<file path="src/include/retire_macros.svh">
`ifndef RETIRE_MACROS_SVH
`define RETIRE_MACROS_SVH

// Retire width, how many ROB head entries may commit in one cycle
`define N_WAY 2

`define ARCH_REGS 16 // Architectural registers seen by software
`define PHYS_REGS 32 // Physical registers behind the rename map
`define ROB_DEPTH 8  // Reorder buffer slots

// Index widths derived from the sizes above
`define TAG_W 5     // Physical tag, log2 of PHYS_REGS
`define AREG_W 4    // Architectural index, log2 of ARCH_REGS
`define ROB_PTR_W 3 // ROB pointer, log2 of ROB_DEPTH
`define CNT_W 2     // Retire count, holds 0 to N_WAY

`define DATA_W 32 // Register value width

`endif

</file>
<file path="src/verilog/retire_pkg.sv">
`include "retire_macros.svh"

package retire_pkg;

    // Index and value types shared by every block of the commit end
    typedef logic [`TAG_W-1:0]  phys_tag_t;
    typedef logic [`AREG_W-1:0] arch_reg_t;
    typedef logic [`DATA_W-1:0] data_t;
    typedef logic [31:0]        addr_t; // Next PC carried to commit

    // One ROB slot as written at dispatch
    typedef struct packed {
        phys_tag_t t_new;    // Tag allocated for the destination
        phys_tag_t t_old;    // Previous mapping of arch_reg, freed at commit
        arch_reg_t arch_reg; // Architectural destination
        logic      has_dest; // Clear for stores, branches and the like
        logic      halt;     // Stops retirement once it commits
        logic      illegal;  // Passed through to the commit record
        addr_t     npc;
    } rob_entry_t;

    // What the core reports for each committed instruction
    typedef struct packed {
        logic      valid;
        arch_reg_t arch_reg;
        phys_tag_t phys_reg; // Tag that holds the committed value
        data_t     data;
        addr_t     npc;
        logic      halt;
        logic      illegal;
    } commit_packet_t;

    // Retirement runs until a halt commits, then sits until reset
    typedef enum logic {
        RETIRE_RUN,
        RETIRE_HALTED
    } retire_state_t;

endpackage

</file>
<file path="src/verilog/rob_head_if.sv">
`timescale 1ns/1ps
`include "retire_macros.svh"

// Head window of the ROB as seen by the retire logic
interface rob_head_if
    import retire_pkg::*;
();

    // Oldest entries first, slot 0 is the ROB head
    rob_entry_t [`N_WAY-1:0] head_entries;

    logic [`CNT_W-1:0] head_count;   // Valid entries in the window, at most N_WAY
    logic [`CNT_W-1:0] retire_count; // Entries popped at the coming edge

    // The ROB owns the window and follows the pop request
    modport rob (
        output head_entries,
        output head_count,
        input  retire_count
    );

    // The retire unit reads the window and decides how many leave
    modport retire (
        input  head_entries,
        input  head_count,
        output retire_count
    );

endinterface

</file>
<file path="src/verilog/rob.sv">
`timescale 1ns/1ps
`include "retire_macros.svh"

module rob
    import retire_pkg::*;
(
    input  logic       clock,
    input  logic       reset,
    input  logic       dispatch_valid,
    input  rob_entry_t dispatch_entry,
    input  logic       dispatch_fire, // Valid and ready met at this edge
    output logic       full,
    rob_head_if.rob    head
);

    localparam int PTR_W = `ROB_PTR_W;
    localparam int OCC_W = `ROB_PTR_W + 1; // Occupancy needs to reach ROB_DEPTH
    localparam int CNT_W = `CNT_W;

    rob_entry_t entries [`ROB_DEPTH]; // Slot storage, contents only matter while occupied

    logic [PTR_W-1:0] head_ptr; // Oldest entry
    logic [PTR_W-1:0] tail_ptr; // Next slot to write
    logic [OCC_W-1:0] count;
    logic             push;

    // Fire is qualified by valid again so a stray fire never writes a bubble
    assign push = dispatch_fire && dispatch_valid;

    assign full = (count == OCC_W'(`ROB_DEPTH));

    // Present the oldest N_WAY slots, pointers wrap naturally at ROB_DEPTH
    always_comb begin
        for (int i = 0; i < `N_WAY; i++) begin
            head.head_entries[i] = entries[head_ptr + PTR_W'(i)];
        end
        if (count >= OCC_W'(`N_WAY)) begin
            head.head_count = CNT_W'(`N_WAY); // Window is full
        end else begin
            head.head_count = CNT_W'(count); // Fewer entries than retire slots
        end
    end

    // Payload write at the tail slot
    always_ff @(posedge clock) begin
        if (push) begin
            entries[tail_ptr] <= dispatch_entry;
        end
    end

    // Pointer and occupancy update, a push and a pop can share one edge
    always_ff @(posedge clock) begin
        if (reset) begin
            head_ptr <= '0;
            tail_ptr <= '0;
            count    <= '0;
        end else begin
            if (push) begin
                tail_ptr <= tail_ptr + PTR_W'(1);
            end
            head_ptr <= head_ptr + PTR_W'(head.retire_count); // Oldest entries leave first
            count    <= count + OCC_W'(push) - OCC_W'(head.retire_count);
        end
    end

endmodule

</file>
<file path="src/verilog/free_list.sv">
`timescale 1ns/1ps
`include "retire_macros.svh"

module free_list
    import retire_pkg::*;
(
    input  logic                    clock,
    input  logic                    reset,
    input  logic                    pop,        // Dispatch takes the head tag
    output phys_tag_t               head_tag,
    output logic                    empty,
    input  phys_tag_t [`N_WAY-1:0]  free_tags,  // Slot 0 is pushed first
    input  logic [`CNT_W-1:0]       free_count  // Number of free_tags entries in use
);

    localparam int PTR_W = `TAG_W;     // Depth equals PHYS_REGS so a tag-wide pointer wraps
    localparam int OCC_W = `TAG_W + 1; // Occupancy can reach PHYS_REGS

    phys_tag_t        mem [`PHYS_REGS];
    logic [PTR_W-1:0] head_ptr;
    logic [PTR_W-1:0] tail_ptr;
    logic [OCC_W-1:0] count;
    logic             do_pop;

    assign empty    = (count == '0);
    assign head_tag = mem[head_ptr]; // Visible in the same cycle as dispatch
    assign do_pop   = pop && !empty;

    // Reset loads the FIFO with the tags that start out unmapped
    always_ff @(posedge clock) begin
        if (reset) begin
            for (int i = 0; i < `PHYS_REGS; i++) begin
                // Slots 0 to 15 get tags 16 to 31, the upper half wraps and is not yet valid
                mem[i] <= PTR_W'(i + `ARCH_REGS);
            end
            head_ptr <= '0;
            tail_ptr <= PTR_W'(`PHYS_REGS - `ARCH_REGS);
            count    <= OCC_W'(`PHYS_REGS - `ARCH_REGS);
        end else begin
            // Freed tags go in behind the last valid slot in commit order
            for (int i = 0; i < `N_WAY; i++) begin
                if (i < free_count) begin
                    mem[tail_ptr + PTR_W'(i)] <= free_tags[i];
                end
            end
            tail_ptr <= tail_ptr + PTR_W'(free_count);
            if (do_pop) begin
                head_ptr <= head_ptr + PTR_W'(1);
            end
            // Only 32 tags exist, so pushes never overrun the FIFO
            count <= count + OCC_W'(free_count) - OCC_W'(do_pop);
        end
    end

endmodule

</file>
<file path="src/verilog/phys_regfile.sv">
`timescale 1ns/1ps
`include "retire_macros.svh"

module phys_regfile
    import retire_pkg::*;
(
    input  logic                    clock,
    input  logic                    reset,
    input  logic                    complete_valid,
    input  phys_tag_t               complete_tag,
    input  data_t                   complete_data,
    input  logic                    alloc_valid,   // Dispatch allocates alloc_tag
    input  phys_tag_t               alloc_tag,
    input  phys_tag_t [`N_WAY-1:0]  read_tags,
    output data_t [`N_WAY-1:0]      read_data,
    output logic [`PHYS_REGS-1:0]   complete_bits
);

    data_t regs [`PHYS_REGS];

    // Retire read ports are plain muxes, data written at an edge is seen right after it
    always_comb begin
        for (int i = 0; i < `N_WAY; i++) begin
            read_data[i] = regs[read_tags[i]];
        end
    end

    // Tags 0 to 15 start as the committed state of arch regs 0 to 15, all zero
    always_ff @(posedge clock) begin
        if (reset) begin
            for (int i = 0; i < `PHYS_REGS; i++) begin
                regs[i] <= '0;
            end
        end else if (complete_valid) begin
            regs[complete_tag] <= complete_data;
        end
    end

    always_ff @(posedge clock) begin
        if (reset) begin
            complete_bits <= {{(`PHYS_REGS - `ARCH_REGS){1'b0}}, {`ARCH_REGS{1'b1}}};
        end else begin
            // A fresh allocation is busy until its producer completes
            if (alloc_valid) begin
                complete_bits[alloc_tag] <= 1'b0;
            end
            // Completion is applied last, a free tag is never allocated and completed together
            if (complete_valid) begin
                complete_bits[complete_tag] <= 1'b1;
            end
        end
    end

endmodule

</file>
<file path="src/verilog/retire_unit.sv">
`timescale 1ns/1ps
`include "retire_macros.svh"

module retire_unit
    import retire_pkg::*;
(
    input  logic                        clock,
    input  logic                        reset,
    rob_head_if.retire                  head,
    input  logic [`PHYS_REGS-1:0]       complete_bits,
    output phys_tag_t [`N_WAY-1:0]      read_tags,
    input  data_t [`N_WAY-1:0]          read_data,
    output phys_tag_t [`N_WAY-1:0]      free_tags,   // Packed from slot 0 upward
    output logic [`CNT_W-1:0]           free_count,
    output commit_packet_t [`N_WAY-1:0] commit,
    output logic                        halted
);

    retire_state_t state;
    retire_state_t next_state;
    logic          stop; // Set once a slot fails or a halt has gone by

    assign halted = (state == RETIRE_HALTED);

    always_comb begin
        head.retire_count = '0;
        free_tags         = '0;
        free_count        = '0;
        commit            = '0;
        next_state        = state;
        stop              = (state == RETIRE_HALTED); // Nothing leaves once halted
        for (int i = 0; i < `N_WAY; i++) begin
            read_tags[i] = head.head_entries[i].t_new; // Read every slot, only committed ones are used
            if (!stop && (i < head.head_count) && complete_bits[head.head_entries[i].t_new]) begin
                commit[i].valid    = 1'b1;
                commit[i].arch_reg = head.head_entries[i].arch_reg;
                commit[i].phys_reg = head.head_entries[i].t_new;
                commit[i].data     = read_data[i];
                commit[i].npc      = head.head_entries[i].npc;
                commit[i].halt     = head.head_entries[i].halt;
                commit[i].illegal  = head.head_entries[i].illegal;
                // The old mapping is dead now, an entry with no destination returns its own tag
                free_tags[free_count] = head.head_entries[i].has_dest ?
                                        head.head_entries[i].t_old : head.head_entries[i].t_new;
                free_count        = free_count + 1'b1;
                head.retire_count = head.retire_count + 1'b1;
                if (head.head_entries[i].halt) begin
                    stop       = 1'b1; // Younger slots must not pass the halt
                    next_state = RETIRE_HALTED;
                end
            end else begin
                stop = 1'b1; // In-order commit, the first blocked slot blocks the rest
            end
        end
    end

    always_ff @(posedge clock) begin
        if (reset) begin
            state <= RETIRE_RUN;
        end else begin
            state <= next_state;
        end
    end

endmodule

</file>
<file path="src/verilog/commit_top.sv">
`timescale 1ns/1ps
`include "retire_macros.svh"

module commit_top
    import retire_pkg::*;
(
    input  logic                   clock,
    input  logic                   reset,
    // Dispatch from rename, valid/ready handshake
    input  logic                   dispatch_valid,
    input  arch_reg_t              dispatch_arch_reg,
    input  phys_tag_t              dispatch_t_old,
    input  logic                   dispatch_has_dest,
    input  logic                   dispatch_halt,
    input  logic                   dispatch_illegal,
    input  addr_t                  dispatch_npc,
    output logic                   dispatch_ready,
    output phys_tag_t              dispatch_tag,
    // Completion from execute, always accepted
    input  logic                   complete_valid,
    input  phys_tag_t              complete_tag,
    input  data_t                  complete_data,
    // Commit, one set per slot
    output logic [`N_WAY-1:0]      commit_valid,
    output arch_reg_t [`N_WAY-1:0] commit_arch_reg,
    output phys_tag_t [`N_WAY-1:0] commit_phys_reg,
    output data_t [`N_WAY-1:0]     commit_data,
    output addr_t [`N_WAY-1:0]     commit_npc,
    output logic [`N_WAY-1:0]      commit_halt,
    output logic [`N_WAY-1:0]      commit_illegal,
    output logic                   halted
);

    rob_head_if head_if ();

    logic                        rob_full;
    logic                        fl_empty;
    logic                        dispatch_fire;
    rob_entry_t                  dispatch_entry;
    logic [`PHYS_REGS-1:0]       complete_bits;
    phys_tag_t [`N_WAY-1:0]      read_tags;
    data_t [`N_WAY-1:0]          read_data;
    phys_tag_t [`N_WAY-1:0]      free_tags;
    logic [`CNT_W-1:0]           free_count;
    commit_packet_t [`N_WAY-1:0] commit;

    // Needs a ROB slot and a free tag, and nothing is accepted after a halt
    assign dispatch_ready = !rob_full && !fl_empty && !halted;
    assign dispatch_fire  = dispatch_valid && dispatch_ready;

    always_comb begin
        dispatch_entry          = '0;
        dispatch_entry.t_new    = dispatch_tag; // The free-list head becomes the new mapping
        dispatch_entry.t_old    = dispatch_t_old;
        dispatch_entry.arch_reg = dispatch_arch_reg;
        dispatch_entry.has_dest = dispatch_has_dest;
        dispatch_entry.halt     = dispatch_halt;
        dispatch_entry.illegal  = dispatch_illegal;
        dispatch_entry.npc      = dispatch_npc;
    end

    rob u_rob (
        .clock          (clock),
        .reset          (reset),
        .dispatch_valid (dispatch_valid),
        .dispatch_entry (dispatch_entry),
        .dispatch_fire  (dispatch_fire),
        .full           (rob_full),
        .head           (head_if.rob)
    );

    free_list u_free_list (
        .clock      (clock),
        .reset      (reset),
        .pop        (dispatch_fire),
        .head_tag   (dispatch_tag),
        .empty      (fl_empty),
        .free_tags  (free_tags),
        .free_count (free_count)
    );

    phys_regfile u_phys_regfile (
        .clock          (clock),
        .reset          (reset),
        .complete_valid (complete_valid),
        .complete_tag   (complete_tag),
        .complete_data  (complete_data),
        .alloc_valid    (dispatch_fire),
        .alloc_tag      (dispatch_tag),
        .read_tags      (read_tags),
        .read_data      (read_data),
        .complete_bits  (complete_bits)
    );

    retire_unit u_retire_unit (
        .clock         (clock),
        .reset         (reset),
        .head          (head_if.retire),
        .complete_bits (complete_bits),
        .read_tags     (read_tags),
        .read_data     (read_data),
        .free_tags     (free_tags),
        .free_count    (free_count),
        .commit        (commit),
        .halted        (halted)
    );

    // Spread the commit records onto the flat per-slot ports
    always_comb begin
        for (int i = 0; i < `N_WAY; i++) begin
            commit_valid[i]    = commit[i].valid;
            commit_arch_reg[i] = commit[i].arch_reg;
            commit_phys_reg[i] = commit[i].phys_reg;
            commit_data[i]     = commit[i].data;
            commit_npc[i]      = commit[i].npc;
            commit_halt[i]     = commit[i].halt;
            commit_illegal[i]  = commit[i].illegal;
        end
    end

endmodule

</file>
<file path="config.mk">
export PLATFORM = sky130hd
export DESIGN_NAME = commit_top
export DESIGN_NICKNAME = d
export VERILOG_FILES = /design/src/verilog/retire_pkg.sv /design/src/verilog/rob_head_if.sv /design/src/verilog/rob.sv /design/src/verilog/free_list.sv /design/src/verilog/phys_regfile.sv /design/src/verilog/retire_unit.sv /design/src/verilog/commit_top.sv
export VERILOG_INCLUDE_DIRS = /design/src /design/src/include
export SDC_FILE = /design/constraint.sdc
export NUM_CORES = 2
export LEC_CHECK = 0
export CORE_UTILIZATION = 65
export DETAILED_ROUTE_END_ITERATION = 12
export DONT_BUFFER_PORTS = 1
export GPL_TIMING_DRIVEN = 0
export MAX_ROUTING_LAYER = met4
export PLACE_DENSITY = 0.77
export SLEW_MARGIN = 20
export SYNTH_ARGS = -nofsm -noshare
export SYNTH_HDL_FRONTEND = slang
export SYNTH_HIERARCHICAL = 1
export SYNTH_SLANG_ARGS = --single-unit
</file>
<file path="constraint.sdc">
create_clock -name clock -period 8.1 [get_ports clock]
set_input_delay 1.215 -clock clock [delete_from_list [all_inputs] [get_ports clock]]
set_output_delay 1.215 -clock clock [all_outputs]
set_load 0.05 [all_outputs]
</file>
==> flow_summary.json <==
{
  "dieArea_um2": 135200,
  "syn_to_final_growth_pct": 11.41,
  "yosysUniqueCellTypes": 71,
  "max_stage_delay_ns": 0.85,
  "firstDrtPassIters": 6,
  "io_buffers": 0,
  "antenna_found_initial": 21,
  "dpl_cell_area_um2": 91420,
  "cts_tree": "yes",
  "synth_edf_count": 1576,
  "synth_area_leaders": "edfxtp_1 (54%), mux2i_1 (12%), and2_1 (7.9%)",
  "gp_congestion": 1.029,
  "failed_checks": "setup timing",
  "fin_total_pwr_mw": 31.76,
  "avgViaCountPerCell": 7.154,
  "netlist_area_um2": 86950,
  "io_pins": 244,
  "setup_viol": 1,
  "post-route-period-util_pct": 101.8,
  "avgSynthCellArea_um2": 13.09,
  "synth_warnings": 6,
  "crit_path_max_fanout": 10,
  "p_per_area_nw_per_um2": 327.9,
  "final_hold_viol_count": 0,
  "post_cts_buffers": 0,
  "start_util_pct": 65.81,
  "finalCriticalPeriod_ns": 8.244,
  "row_count": 133,
  "antenna_left": 0,
  "yosys.area.top_type": "edfxtp_1",
  "clk_latency_ns": 0.83,
  "grtUsageTotal_pct": 46.93,
  "finalNetCount": 7032,
  "reg2reg_slack_ns": 0.91,
  "cts_buffers": 171,
  "final_cell_area_um2": 96870,
  "syn_inst": 6644,
  "grt_pass1_vias": 61550,
  "path_class": "flop to primary output",
  "synth.most_common_cell": "edfxtp_1",
  "slew_headroom_pct": 16.28,
  "dp_hpwl_mm": 226.2,
  "p_leak_nw": 35.44,
  "drive_above_1_share_pct": 14.36,
  "syn_nets": 6756,
  "remaining_drc_errors": 0,
  "cts_sinks": 1640,
  "worst_slack_ns": -0.1441,
  "cp_slowest_cell": "a31oi_1",
  "core_um2": 132100,
  "tightest_slew_ns": 1.251,
  "die_w_um": 367.7,
  "die_h_um": 367.7,
  "arrival_ns": 7.03,
  "seq_area_frac_synth_pct": 55.90,
  "peakVddDrop_uv": 333.8,
  "clockRootBuffer": "clkbuf_16",
  "cp_common_cell": "clkbuf_1",
  "synth_top_area_share_pct": 54.43,
  "grt_first_pass_wirelength_mm": 433.7,
  "ys.flop_type": "edfxtp_1",
  "fmax_mhz": 121.3,
  "rsz0062_at_grt": "false",
  "h-tree-depth": 4,
  "cp.required_ns": 6.88,
  "crit_path_start_kind": "flop",
  "clkTransAtPathRegs_ns": 0.06,
  "wl_per_cell_um": 35.13,
  "synth_common_cells": "edfxtp_1 (1576), and2_1 (1104), mux2i_1 (1079), clkbuf_1 (356), nand3_1 (269)",
  "cp-end-kind": "primary output",
  "drt_iter0_markers": 9205,
  "clockBufferDepth": 3,
  "hold_path.class": "input port to flop",
  "gr-total-overflow": 0,
  "synth_seq_cells": 1640,
  "grt_max_degree": 23,
  "final_max_slew_viol_count": 0,
  "num_vias": 63190,
  "synthArstFlopShare_pct": 0,
  "routed_wl_mm": 310.3,
  "worstPathCellList": "ha_1 > buf_2 > clkbuf_1 > mux4_2 > mux2_2 > buf_4 > or2_2 > clkbuf_1 > clkbuf_1 > nor3_1 > a31oi_1 > nand3_1 > and2_1",
  "status": "finished with violations",
  "drv_cap": 0,
  "fin_skew_ns": 0.02540
}
[report_power, final]
part | internal [mW] | total [mW] | switching [mW]
Sequential | 9.75 | 10.0 | 0.250
Combinational | 4.46 | 14.2 | 9.72
Clock | 4.18 | 7.59 | 3.41
Total | 18.4 | 31.8 | 13.4
[placed cells by master (no fill, tap or decap), types with 40 or more instances in the layout]
cell type     n
a31oi_1      64
nor2_1       95
dfxtp_1      64
mux2_4       51
mux2_2       48
clkbuf_16   174
nand2b_1     40
a22o_1      162
nand2_1     251
and3_1       82
nand3_1     264
o22ai_1      52
buf_2       180
nor3_1       80
edfxtp_1   1576
clkbuf_1    387
mux2i_1    1079
a22oi_1     254
a21oi_1     211
buf_16       45
mux4_2      222
and2_1     1104
buf_4        63
[worst paths after layout]
| path | end | from | cells past startpoint |
|---|---|---|---|
| min | u_rob/entries[3][15]$_DFFE_PP_ | dispatch_npc[15] | 0 |
| max reg2reg | u_free_list/mem[12][0]$_DFFE_PP_ | u_rob/head_ptr[0]$_SDFF_PP0_ | 16 |
| max | commit_data[54] | u_rob/head_ptr[1]$_SDFF_PP0_ | 13 |
| min reg2reg | u_phys_regfile/complete_bits[6]$_SDFF_PP1_ | u_phys_regfile/complete_bits[6]$_SDFF_PP1_ | 2 |
[flip-flops by register name (all words and copies together), names as in the netlist, 3 cells and up, named ones only]
signal	cells
u_free_list/tail_ptr	5
u_phys_regfile/complete_bits	32
u_free_list/count	6
u_phys_regfile/regs	1024
u_rob/count	4
u_rob/tail_ptr	3
u_free_list/mem	160
u_rob/head_ptr	3
u_free_list/head_ptr	5
u_rob/entries	392
[cell families after synthesis]
kind of cell | synth area share, %
compound gates | 6.876
xor+xnor | 0.1511
fa+ha+maj | 0.4231
buf+inv | 3.449
flops | 55.90
mux | 20.01
simple gates | 13.19
[area by class of cell]
type / count / area [µm²]
clock inverters: 98 / 802.0
inverters: 39 / 146.4
plain buffers: 617 / 2867
fillers: 8723 / 35260
clock buffers: 216 / 4562
diodes: 17 / 42.54
multi-input cells: 4348 / 35840
well taps: 1755 / 2196
repair buffers: 103 / 1809
flip-flops and latches: 1640 / 48610
[repair_timing]
action,CTS,global route
setup endpoints to repair,0,1
resized for setup,0,3
hold buffers,0,0
[through the flow]
step	util, %	hold WS [ns]	std cells	setup TNS (ns)	setup WS (ns)
3_5_place_dp	69.19	0.4778	8502	0	0.8602
4_1_cts	73.25	0.4229	8816	0	0.3317
3_3_place_gp	67.47	0.4660	8399	-660.78	-4.613
5_1_grt	73.30	0.4473	8828	0	0.03362
6_report	73.31	0.4736	8833	-0.1441	-0.1441
2_1_floorplan	-	0.4490	6644	0	0.7310
[worst max-delay path, delay by kind of cell (launching register included)]
family	cells	cell delay, ns
fa+ha+maj	1	0.32
simple gates	4	1.60
compound gates	1	0.85
buf+inv	5	2.35
mux	2	0.67
flops	1	0.40
[routing by layer]
metal  wire length (µm)  GRT usage, %  up-vias
met5                  0             -        -
met4              30600         37.78        0
met3              37190         12.39     1196
met2             139800         69.58     4865
met1             102700         54.06    31420
li1                   -             -    25720
No activity file was read; power rests on OpenSTA's default activity.
